`config.mk`:
```
export PLATFORM = sky130hd
export DESIGN_NAME = rv_decoder
export DESIGN_NICKNAME = d
export VERILOG_FILES = /design/src/source/rv_exec_pkg.sv /design/src/source/rv_decoder.sv
export VERILOG_INCLUDE_DIRS = /design/src /design/src/include
export SDC_FILE = /design/constraint.sdc
export NUM_CORES = 1
export LEC_CHECK = 0
export BUFFER_PORTS_ARGS = -buffer_cell sky130_fd_sc_hd__buf_4
export CORE_AREA = 2 2 62 64
export DETAILED_ROUTE_END_ITERATION = 16
export DIE_AREA = 0 0 64 66
export GPL_ROUTABILITY_DRIVEN = 0
export PLACE_DENSITY_LB_ADDON = 0.2
export SYNTH_ARGS = -nofsm -noshare
export SYNTH_HDL_FRONTEND = slang
export SYNTH_SLANG_ARGS = --single-unit
```
`constraint.sdc`:
```
create_clock -name vclk -period 3.1
set_input_delay 0.31 -clock vclk [all_inputs]
set_output_delay 0.31 -clock vclk [all_outputs]
set_load 0.02 [all_outputs]
```
`src/include/rv_exec_macros.svh`:
```
// Datapath width macros assume RV64 with 32-bit instructions and 32 integer registers

`ifndef RV_EXEC_MACROS_SVH
`define RV_EXEC_MACROS_SVH

// integer datapath width
`define RV_XLEN 64

// instruction word width
`define RV_INST_BITS 32

// register index width and register count
`define RV_NREG_BITS 5
`define RV_NREG 32

// low half used by the word forms
`define RV_WORD_BITS 32

// shift amount widths for full and word shifts
`define RV_SHAMT_BITS 6
`define RV_SHAMTW_BITS 5

`endif

```
`src/source/rv_exec_pkg.sv`:
```
// Control encodings follow the reference ALU and branch codes and must match the decoder

package rv_exec_pkg;

  // alu operation, codes kept from the reference alu control
  typedef enum logic [3:0] {
    alu_add      = 4'b0000,
    alu_sll      = 4'b0001,
    alu_copy_imm = 4'b0011,
    alu_or       = 4'b0110,
    alu_sub      = 4'b1000,
    alu_sltu     = 4'b1010,
    alu_rem      = 4'b1101
  } alu_op_e;

  // next pc rule
  typedef enum logic [2:0] {
    br_none = 3'b000,
    br_jal  = 3'b001,
    br_jalr = 3'b010,
    br_beq  = 3'b100,
    br_bne  = 3'b101,
    br_blt  = 3'b110,
    br_bge  = 3'b111
  } branch_e;

  // operand b source
  typedef enum logic [1:0] {
    srcb_rs2  = 2'b00,
    srcb_imm  = 2'b01,
    srcb_four = 2'b10
  } src_b_e;

  // 3'b011 is not a valid branch code
  // and 2'b11 is not a valid operand b source

endpackage

```
`src/source/rv_decoder.sv`:
```
// Decoder for an RV64I subset plus rem and remw where loads and stores decode as illegal
`timescale 1ns/1ns
`include "rv_exec_macros.svh"

module rv_decoder (
  input  logic [`RV_INST_BITS-1:0] i_inst,
  output logic [`RV_NREG_BITS-1:0] o_rs1,
  output logic [`RV_NREG_BITS-1:0] o_rs2,
  output logic [`RV_NREG_BITS-1:0] o_rd,
  output logic [`RV_XLEN-1:0]      o_imm,
  output rv_exec_pkg::alu_op_e     o_alu_op,
  output rv_exec_pkg::src_b_e      o_src_b,
  output logic                     o_src_a_pc,
  output logic                     o_word_cut,
  output rv_exec_pkg::branch_e     o_branch,
  output logic                     o_we,
  output logic                     o_halt,
  output logic                     o_illegal
);
  import rv_exec_pkg::*;

  localparam logic [6:0] opc_op        = 7'b0110011;
  localparam logic [6:0] opc_op_imm    = 7'b0010011;
  localparam logic [6:0] opc_op_32     = 7'b0111011;
  localparam logic [6:0] opc_op_imm_32 = 7'b0011011;
  localparam logic [6:0] opc_lui       = 7'b0110111;
  localparam logic [6:0] opc_auipc     = 7'b0010111;
  localparam logic [6:0] opc_jal       = 7'b1101111;
  localparam logic [6:0] opc_jalr      = 7'b1100111;
  localparam logic [6:0] opc_branch    = 7'b1100011;
  localparam logic [6:0] opc_system    = 7'b1110011;
  localparam logic [`RV_INST_BITS-1:0] inst_ebreak = 32'h0010_0073;

  logic [6:0] opcode;
  logic [2:0] funct3;
  logic [6:0] funct7;
  logic [`RV_XLEN-1:0] imm_i, imm_u, imm_j, imm_b;

  assign opcode = i_inst[6:0];
  assign funct3 = i_inst[14:12];
  assign funct7 = i_inst[31:25];
  assign o_rd   = i_inst[11:7];
  assign o_rs1  = i_inst[19:15];
  assign o_rs2  = i_inst[24:20];

  assign imm_i = {{(`RV_XLEN-12){i_inst[31]}}, i_inst[31:20]};
  assign imm_u = {{(`RV_XLEN-32){i_inst[31]}}, i_inst[31:12], 12'b0};
  assign imm_j = {{(`RV_XLEN-21){i_inst[31]}}, i_inst[31], i_inst[19:12], i_inst[20],
                  i_inst[30:21], 1'b0};
  assign imm_b = {{(`RV_XLEN-13){i_inst[31]}}, i_inst[31], i_inst[7], i_inst[30:25],
                  i_inst[11:8], 1'b0};

  always_comb begin
    o_imm      = imm_i;
    o_alu_op   = alu_add;
    o_src_b    = srcb_rs2;
    o_src_a_pc = 1'b0;
    o_word_cut = 1'b0;
    o_branch   = br_none;
    o_we       = 1'b0;
    o_halt     = 1'b0;
    o_illegal  = 1'b0;
    case (opcode)
      opc_op, opc_op_32: begin
        o_we       = 1'b1;
        o_word_cut = (opcode == opc_op_32);
        case ({funct7, funct3})
          {7'b0000000, 3'b000}: o_alu_op = alu_add;
          {7'b0100000, 3'b000}: o_alu_op = alu_sub;
          {7'b0000000, 3'b001}: o_alu_op = alu_sll;
          {7'b0000000, 3'b011}: o_alu_op = (opcode == opc_op) ? alu_sltu : alu_add;
          {7'b0000000, 3'b110}: o_alu_op = (opcode == opc_op) ? alu_or : alu_add;
          {7'b0000001, 3'b110}: o_alu_op = alu_rem;
          default:              o_illegal = 1'b1;
        endcase
        // sltu and or have no word form
        if (opcode == opc_op_32 && funct7 == 7'b0 && (funct3 == 3'b011 || funct3 == 3'b110))
          o_illegal = 1'b1;
      end
      opc_op_imm, opc_op_imm_32: begin
        o_we       = 1'b1;
        o_src_b    = srcb_imm;
        o_word_cut = (opcode == opc_op_imm_32);
        case (funct3)
          3'b000: o_alu_op = alu_add;
          3'b001: begin
            o_alu_op  = alu_sll;
            // rv64 slli has a 6-bit shamt, slliw a 5-bit one
            o_illegal = o_word_cut ? (funct7 != 7'b0) : (funct7[6:1] != 6'b0);
          end
          3'b011: begin
            o_alu_op  = alu_sltu;
            o_illegal = o_word_cut;
          end
          3'b110: begin
            o_alu_op  = alu_or;
            o_illegal = o_word_cut;
          end
          default: o_illegal = 1'b1;
        endcase
      end
      opc_lui: begin
        o_imm    = imm_u;
        o_alu_op = alu_copy_imm;
        o_we     = 1'b1;
      end
      opc_auipc: begin
        o_imm      = imm_u;
        o_src_a_pc = 1'b1;
        o_src_b    = srcb_imm;
        o_we       = 1'b1;
      end
      opc_jal, opc_jalr: begin
        // link value is pc plus four
        o_imm      = (opcode == opc_jal) ? imm_j : imm_i;
        o_src_a_pc = 1'b1;
        o_src_b    = srcb_four;
        o_branch   = (opcode == opc_jal) ? br_jal : br_jalr;
        o_we       = 1'b1;
        o_illegal  = (opcode == opc_jalr) && (funct3 != 3'b000);
      end
      opc_branch: begin
        o_imm    = imm_b;
        o_alu_op = alu_sub;
        case (funct3)
          3'b000:  o_branch = br_beq;
          3'b001:  o_branch = br_bne;
          3'b100:  o_branch = br_blt;
          3'b101:  o_branch = br_bge;
          default: o_illegal = 1'b1;
        endcase
      end
      opc_system: begin
        o_halt    = (i_inst == inst_ebreak);
        o_illegal = (i_inst != inst_ebreak);
      end
      default: o_illegal = 1'b1;
    endcase
    if (o_illegal) begin
      o_we     = 1'b0;
      o_branch = br_none;
    end
  end

endmodule

```
* After elaboration in Yosys (flattened, before gate mapping)
Cells that the tools add are included.
** Storage, ports and cells
- Flip-flop bits (word level) :: 0
** Cells by class
- Equal/unequal tests :: 22
- Multiplexer cells :: 23
- Reductions and logical operators :: 20
** Operator list (number)
- one-hot mux 31 bit (3 select lines) :: 1
- equality test 32 x 21 -> 1 bit, second input constant :: 1
- != test 32 x 21 -> 1 bit, second input constant :: 1
- equality test 7 bit, second input constant :: 4
- equality test 7 x 5 -> 1 bit, second input constant :: 3
- equality test 7 x 6 -> 1 bit, second input constant :: 3
- 2-to-1 mux 20 bit :: 1
- one-hot mux 4 bit (5 select lines) :: 1
- one-hot mux 4 bit (4 select lines) :: 1
- one-hot mux 3 bit (4 select lines) :: 1
- one-hot mux 4 bit (3 select lines) :: 1
- equality test 10 x 1 -> 1 bit, second input constant :: 1
- equality test 10 x 2 -> 1 bit, second input constant :: 1
- equality test 10 x 3 -> 1 bit, second input constant :: 1
- equality test 10 x 4 -> 1 bit, second input constant :: 1
- equality test 10 x 9 -> 1 bit, second input constant :: 1
- zero test 10 bit :: 1
- OR reduction 2 bit :: 5
- equality test 3 bit, second input constant :: 3
- 2-to-1 mux 1 bit :: 8
- OR reduction 8 bit :: 1
- zero test 7 bit :: 1
- nonzero test 7 bit :: 1
- 2-to-1 mux 3 bit :: 2
- other kinds (17) :: 20

* Depth between registers and ports, before layout
Gate-level depths: netlist (run 1).
- Word-level depth :: 6
- Gate-level depth with buffers :: 8

* Worst setup path after synthesis (run 1)
Ideal clock, no wire load.
- Path type :: in2out
- Start :: in i_inst[25]
- End :: out o_illegal
- Arrival :: 2012 ps
- Data required time :: 2790 ps
- Slack :: 778 ps
- Stages :: 6
- Path buffers :: 1
- Cells stage by stage :: buf_6 or3_4 or4_4 nor4_4 a211o_2 nand3_2
** Between the ends
- Longest elaborated chain between the ends :: 5
- Elaborated cells on any way between the ends :: 17
** Ends and longest elaborated chain
- start, declared :: line rv_decoder.sv:6 : input logic [`RV_INST_BITS-1:0] i_inst,
- equality test 10 x 4 -> 1 bit (tied with other cells) :: line rv_decoder.sv:67 : case ({funct7, funct3})
- OR reduction 6 bit (no line) or logical AND 1 bit (tied branches)
- 2-to-1 mux 1 bit or logical AND 1 bit (tied branches) :: line rv_decoder.sv:67, rv_decoder.sv:77
- 2-to-1 mux 1 bit :: line rv_decoder.sv:77 : if (opcode == opc_op_32 && funct7 == 7'b0 && (funct3 == 3'b011 || funct3 == 3'b110))
- one-hot mux 1 bit (6 select lines) (*) :: line rv_decoder.sv:63 : case (opcode)
- end, declared :: line rv_decoder.sv:18 : output logic o_illegal
Every way passes the cells marked *; elsewhere a longest branch is shown, timed or not.

* Worst setup path in the final report (run 1)
- Start :: in i_inst[3]
- End :: out o_imm[11]
** Between the ends
- Longest elaborated chain between the ends :: 3
- Elaborated cells on any way between the ends :: 9
** Ends and longest elaborated chain
- equality test 7 bit (tied with other cells) :: line rv_decoder.sv:63, rv_decoder.sv:115
- 2-to-1 mux 20 bit (tied with other cells) :: line rv_decoder.sv:115 : o_imm = (opcode == opc_jal) ? imm_j : imm_i;
- one-hot mux 31 bit (3 select lines) (*) :: line rv_decoder.sv:63
- end, declared :: line rv_decoder.sv:10 : output logic [`RV_XLEN-1:0] o_imm,
Marked as above.

==> impl_metrics.tcl, run 1 <==
set metrics [dict create \
    nNetsFinal 283 \
    layout_commonest_cell "buf_4" \
    power.share.combinational 1.000 \
    pre_cts_ws_ps 574 \
    area_growth_pct 49.2 \
    internal-power_mw 0.125 \
    worstPathRequired_ps 2790 \
    cts-resized-gates 0 \
    synth_area_leaders "buf_4 (30%), a21o_1 (13%), nand2_1 (5.0%)" \
    synthCells 183 \
    diodes 0 \
    dp.final_hpwl_um 3270 \
    worstHoldStart "i_inst[8]" \
    setup_ws_ps 579 \
    hold_class "input port to primary output" \
    synth.distinct_cells 46 \
    setup.worst_path.end_class "primary output" \
    synth_fa_ha_area_frac 0 \
    vdd_ir_drop_max_v 0.0000579 \
    vias 1457 \
    period_needed_ps 2520 \
    grt_use_total 0.170 \
    pwr-share-clk 0 \
    fin_crit_sh 0.813 \
    worstMarginPinSlew_ps 586 \
    synth_top_family_by_area "simple AND/OR/NAND/NOR gates" \
    firstDrtPassIters 4 \
    leakagePower_nw 0.998 \
    power.density_nw_per_um2 158 \
    start_util 0.340 \
    grt.overflow.total 0 \
    first_iter_violations 75 \
    finalSetupTns_ps 0 \
    switching_share 0.561 \
    synthSimpleGateAreaFrac 0.361 \
    final_core_util 0.508 \
    start_kind "input port" \
    seqCellArea_um2 0 \
    drt-total-wl_um 4040 \
    pin_count 125 \
    clkbuf_count 0 \
    rows 22 \
    drtAntennaViolNets 0 \
    whs_endpoint "o_rd[1]" \
    p_switching_mw 0.159 \
    drc 0 \
    seq_power_share 0 \
    synth_xor_area_frac 0 \
    ctsHoldBuffers 0 \
    arrival_ps 2210 \
    status "completed" \
    synth_compound_area_frac 0.277 \
    hold_viol 0 \
    wire_per_inst_um 13.6 \
    grt_pass1_vias 1227 \
    numPortBuffers 125 \
    muxShareOfSynthArea 0.00828 \
    ys_seq_area_frac 0 \
    syn_area_um2 1210 \
    maxCapViolCount 0 \
    critPathKind "input port to primary output" \
    syn_area_per_cell_um2 6.60 \
    drive_gt1_frac 0.546 \
    die_h_um 66 \
    grt_pass1_wl_um 6000 \
    worstPathMaxFanout 14 \
    setup_viol 0 \
    dp_cells 297 \
    die_area_um2 4220 \
    slew_headroom 0.609 \
    final_cells 297 \
    grt_antenna_before_repair 0 \
    yosys_warnings 0 \
    die_w_um 64 \
    yosysTopAreaCellShare 0.298 \
    grt_max_degree 38 \
    whs_ps 833 \
    worst_hold_path.num_cells 2 \
    routed_via_density 4.91 \
    cts_setup_buffers 0 \
    rsz0062_at_grt "no" \
    layout_common_cells "buf_4 (127), a21o_1 (21), nand2_1 (16)" \
    syn_nets 215 \
    core_um2 3550 \
    nFlopsAndLatches 0 \
    clock.fmax_mhz 397 \
    synth_top_area_cell "buf_4" \
    slew_violations 0 \
]
-- cell usage after synthesis (3+ instances only) --
cell type,n
buf_4,48
a21o_1,21
nand2_1,16
clkbuf_1,10
nor2_1,10
and2_1,8
o21ai_0,6
nand3_1,5
a31oi_1,4
nor2b_1,4
nor3_1,4
or4_1,4
a21oi_1,3
-- cell type report --
cell class | count | area [um2]
fill | 372 | 1750
inverter | 2 | 7.51
multi-input combinational | 120 | 782
tap | 48 | 60.1
timing repair buffer | 127 | 953
-- power groups by stage --
stage / logic (mW) / registers (mW) / clock network, mW
5_1_grt: 0.302 / 0 / 0
3_3_place_gp: 0.286 / 0 / 0
2_1_floorplan: 0.185 / 0 / 0
4_1_cts: 0.286 / 0 / 0
6_report: 0.284 / 0 / 0
3_5_place_dp: 0.285 / 0 / 0
-- worst max-delay path by stage --
stage | start | to
4_1_cts | i_inst[3] | o_imm[11]
2_1_floorplan | i_inst[25] | o_illegal
6_report | i_inst[3] | o_imm[11]
5_1_grt | i_inst[3] | o_imm[11]
3_3_place_gp | i_inst[3] | o_imm[11]
3_5_place_dp | i_inst[3] | o_imm[11]
-- critical path, stage by stage --
cell and delay, ps:
buf_4 160, or4_1 620, o21a_1 270, nor2b_1 520, a21o_1 200, buf_4 130
-- through the flow --
stage | cell area [um2] | power (mW)
after floorplan | 1210 | 0.185
after global placement | 1800 | 0.286
after detailed placement | 1800 | 0.285
after CTS | 1800 | 0.286
after global routing | 1800 | 0.302
final | 1800 | 0.284
-- routing by layer --
| metal | global-route usage | routed length [um] | part of all wire | up-vias |
|---|---|---|---|---|
| met5 | 0 | 0 | 0 | - |
| met4 | 0 | 0 | 0 | 0 |
| met3 | 0.0102 | 254 | 0.063 | 0 |
| met2 | 0.318 | 2080 | 0.52 | 63 |
| met1 | 0.226 | 1700 | 0.42 | 658 |
| li1 | - | - | - | 736 |
-- cell families (layout without fill, tap and decap cells) --
family	count (synthesis)	after routing
buffers and inverters	63	129
AND/OR/NAND/NOR	72	72
AO/OA/AOI/OAI	47	47
multiplexers	1	1
Note: power is estimated with default switching activity, not from simulation.
==> run 2: changes to the inputs <==
Settings changed: CORE_AREA 2 2 62 64 to 2 2 63 65, DIE_AREA 0 0 64 66 to 0 0 65 67.
Clock period 3.1 ns to 2.2 ns, I/O delays scaled along.
==> impl_metrics.tcl, run 2 (synthesized netlist as in run 1, its figures left out) <==
set metrics [dict create \
    dp_cells 310 \
    crit_path_start "i_inst[16]" \
    multi_input_area_um2 788 \
    leakagePower_nw 1.06 \
    drt-total-wl_um 4480 \
    diodes 0 \
    switching_share 0.551 \
    grt_pass1_wl_um 6690 \
    dp.final_hpwl_um 3600 \
    cts_setup_buffers 0 \
    die_area_um2 4360 \
    maxCapViolCount 0 \
    drtAntennaViolNets 0 \
    layout_common_cells "buf_4 (140), a21o_1 (21), nand2_1 (16)" \
    whs_endpoint "o_rd[4]" \
    start_util 0.335 \
    period_needed_ps 2110 \
    p_switching_mw 0.230 \
    finalSetupTns_ps 0 \
    final_cells 310 \
    area_growth_pct 57.8 \
    rows 22 \
    power.density_nw_per_um2 219 \
    nNetsFinal 296 \
    slew_violations 0 \
    final_area_um2 1910 \
    first_iter_violations 104 \
    internal-power_mw 0.188 \
    vias 1539 \
    drive_gt1_frac 0.573 \
    setup.worst_path.end_class "primary output" \
    worst_hold_path.num_cells 2 \
    grt.overflow.total 0 \
    die_w_um 65 \
    wire_per_inst_um 14.4 \
    critPathKind "input port to primary output" \
    seqCellArea_um2 0 \
    fin_crit_sh 0.958 \
    slew_headroom 0.721 \
    start_kind "input port" \
    vdd_ir_drop_max_v 0.0000823 \
    clock.fmax_mhz 474 \
    pwr-share-clk 0 \
    setup_viol 0 \
    layout_commonest_cell "buf_4" \
    routed_via_density 4.96 \
    numPortBuffers 125 \
    worstHoldStart "i_inst[11]" \
    worstPathMaxFanout 2 \
    seq_power_share 0 \
    grt_pass1_vias 1313 \
    worstPathRequired_ps 1980 \
    status "completed" \
    clkbuf_count 0 \
    grt_antenna_before_repair 0 \
    power.share.combinational 1.000 \
    worstMarginPinSlew_ps 418 \
    final_core_util 0.529 \
    grt_max_degree 23 \
    hold_viol 0 \
    grt_use_total 0.189 \
    core_um2 3610 \
    die_h_um 67 \
    fill_cells 380 \
    drc 0 \
    place_area_um2 1900 \
    nFlopsAndLatches 0 \
    rsz0062_at_grt "no" \
    hold_class "input port to primary output" \
    pin_count 125 \
    arrival_ps 1890 \
    firstDrtPassIters 4 \
]
run 2: cell count changes in the layout (fill, tap and decap cells not counted), sizes merged:
cell	previous run	this run
buf	127	140
run 2: worst max-delay path: stages:
cell and delay, ps:
buf_4 110, or4_1 530, or4_4 500, nor4_4 160, a211o_2 150, nand3_2 60, buf_4 160
run 2: how the worst max path moves through the flow:
| stage | end | slack [ps] | cells after the start |
|---|---|---|---|
| 5_1_grt | o_illegal | 30 | 7 |
| 3_5_place_dp | o_illegal | 10 | 7 |
| 2_1_floorplan | o_illegal | 60 | 6 |
| 4_1_cts | o_illegal | 4 | 7 |
| 3_3_place_gp | o_illegal | 10 | 7 |
| 6_report | o_illegal | 90 | 7 |
run 2: what timing repair did:
item                                    CTS  global route
resized for setup                         0             1
endpoints found under the setup margin    0             2
hold buffers                              0             0
run 2: layout make-up:
| type | instances | area share |
|---|---|---|
| Inverter | 2 | 0.00394 |
| Multi-Input combinational cell | 120 | 0.413 |
| Tap cell | 48 | 0.0315 |
| Timing Repair Buffer | 140 | 0.551 |
run 2: per-layer routing:
metal	global-route usage	wire length (um)
met4	0.00798	0
met1	0.265	1950
met3	0.0321	439
met5	0	0
met2	0.317	2090
run 2: through the flow:
| step | setup WS [ps] | hold WS (ps) | power (mW) |
|---|---|---|---|
| 2_1_floorplan | 58.5 | 514 | 0.261 |
| 3_3_place_gp | 13.5 | 658 | 0.416 |
| 3_5_place_dp | 10.8 | 658 | 0.417 |
| 4_1_cts | 3.89 | 658 | 0.419 |
| 5_1_grt | 25.3 | 664 | 0.445 |
| 6_report | 92.5 | 656 | 0.417 |
run 2: power by group through the flow:
| stage | logic [mW] | clock network [mW] | registers [mW] |
|---|---|---|---|
| 3_5_place_dp | 0.417 | 0 | 0 |
| 4_1_cts | 0.419 | 0 | 0 |
| 5_1_grt | 0.445 | 0 | 0 |
| 2_1_floorplan | 0.261 | 0 | 0 |
| 3_3_place_gp | 0.416 | 0 | 0 |
| 6_report | 0.417 | 0 | 0 |
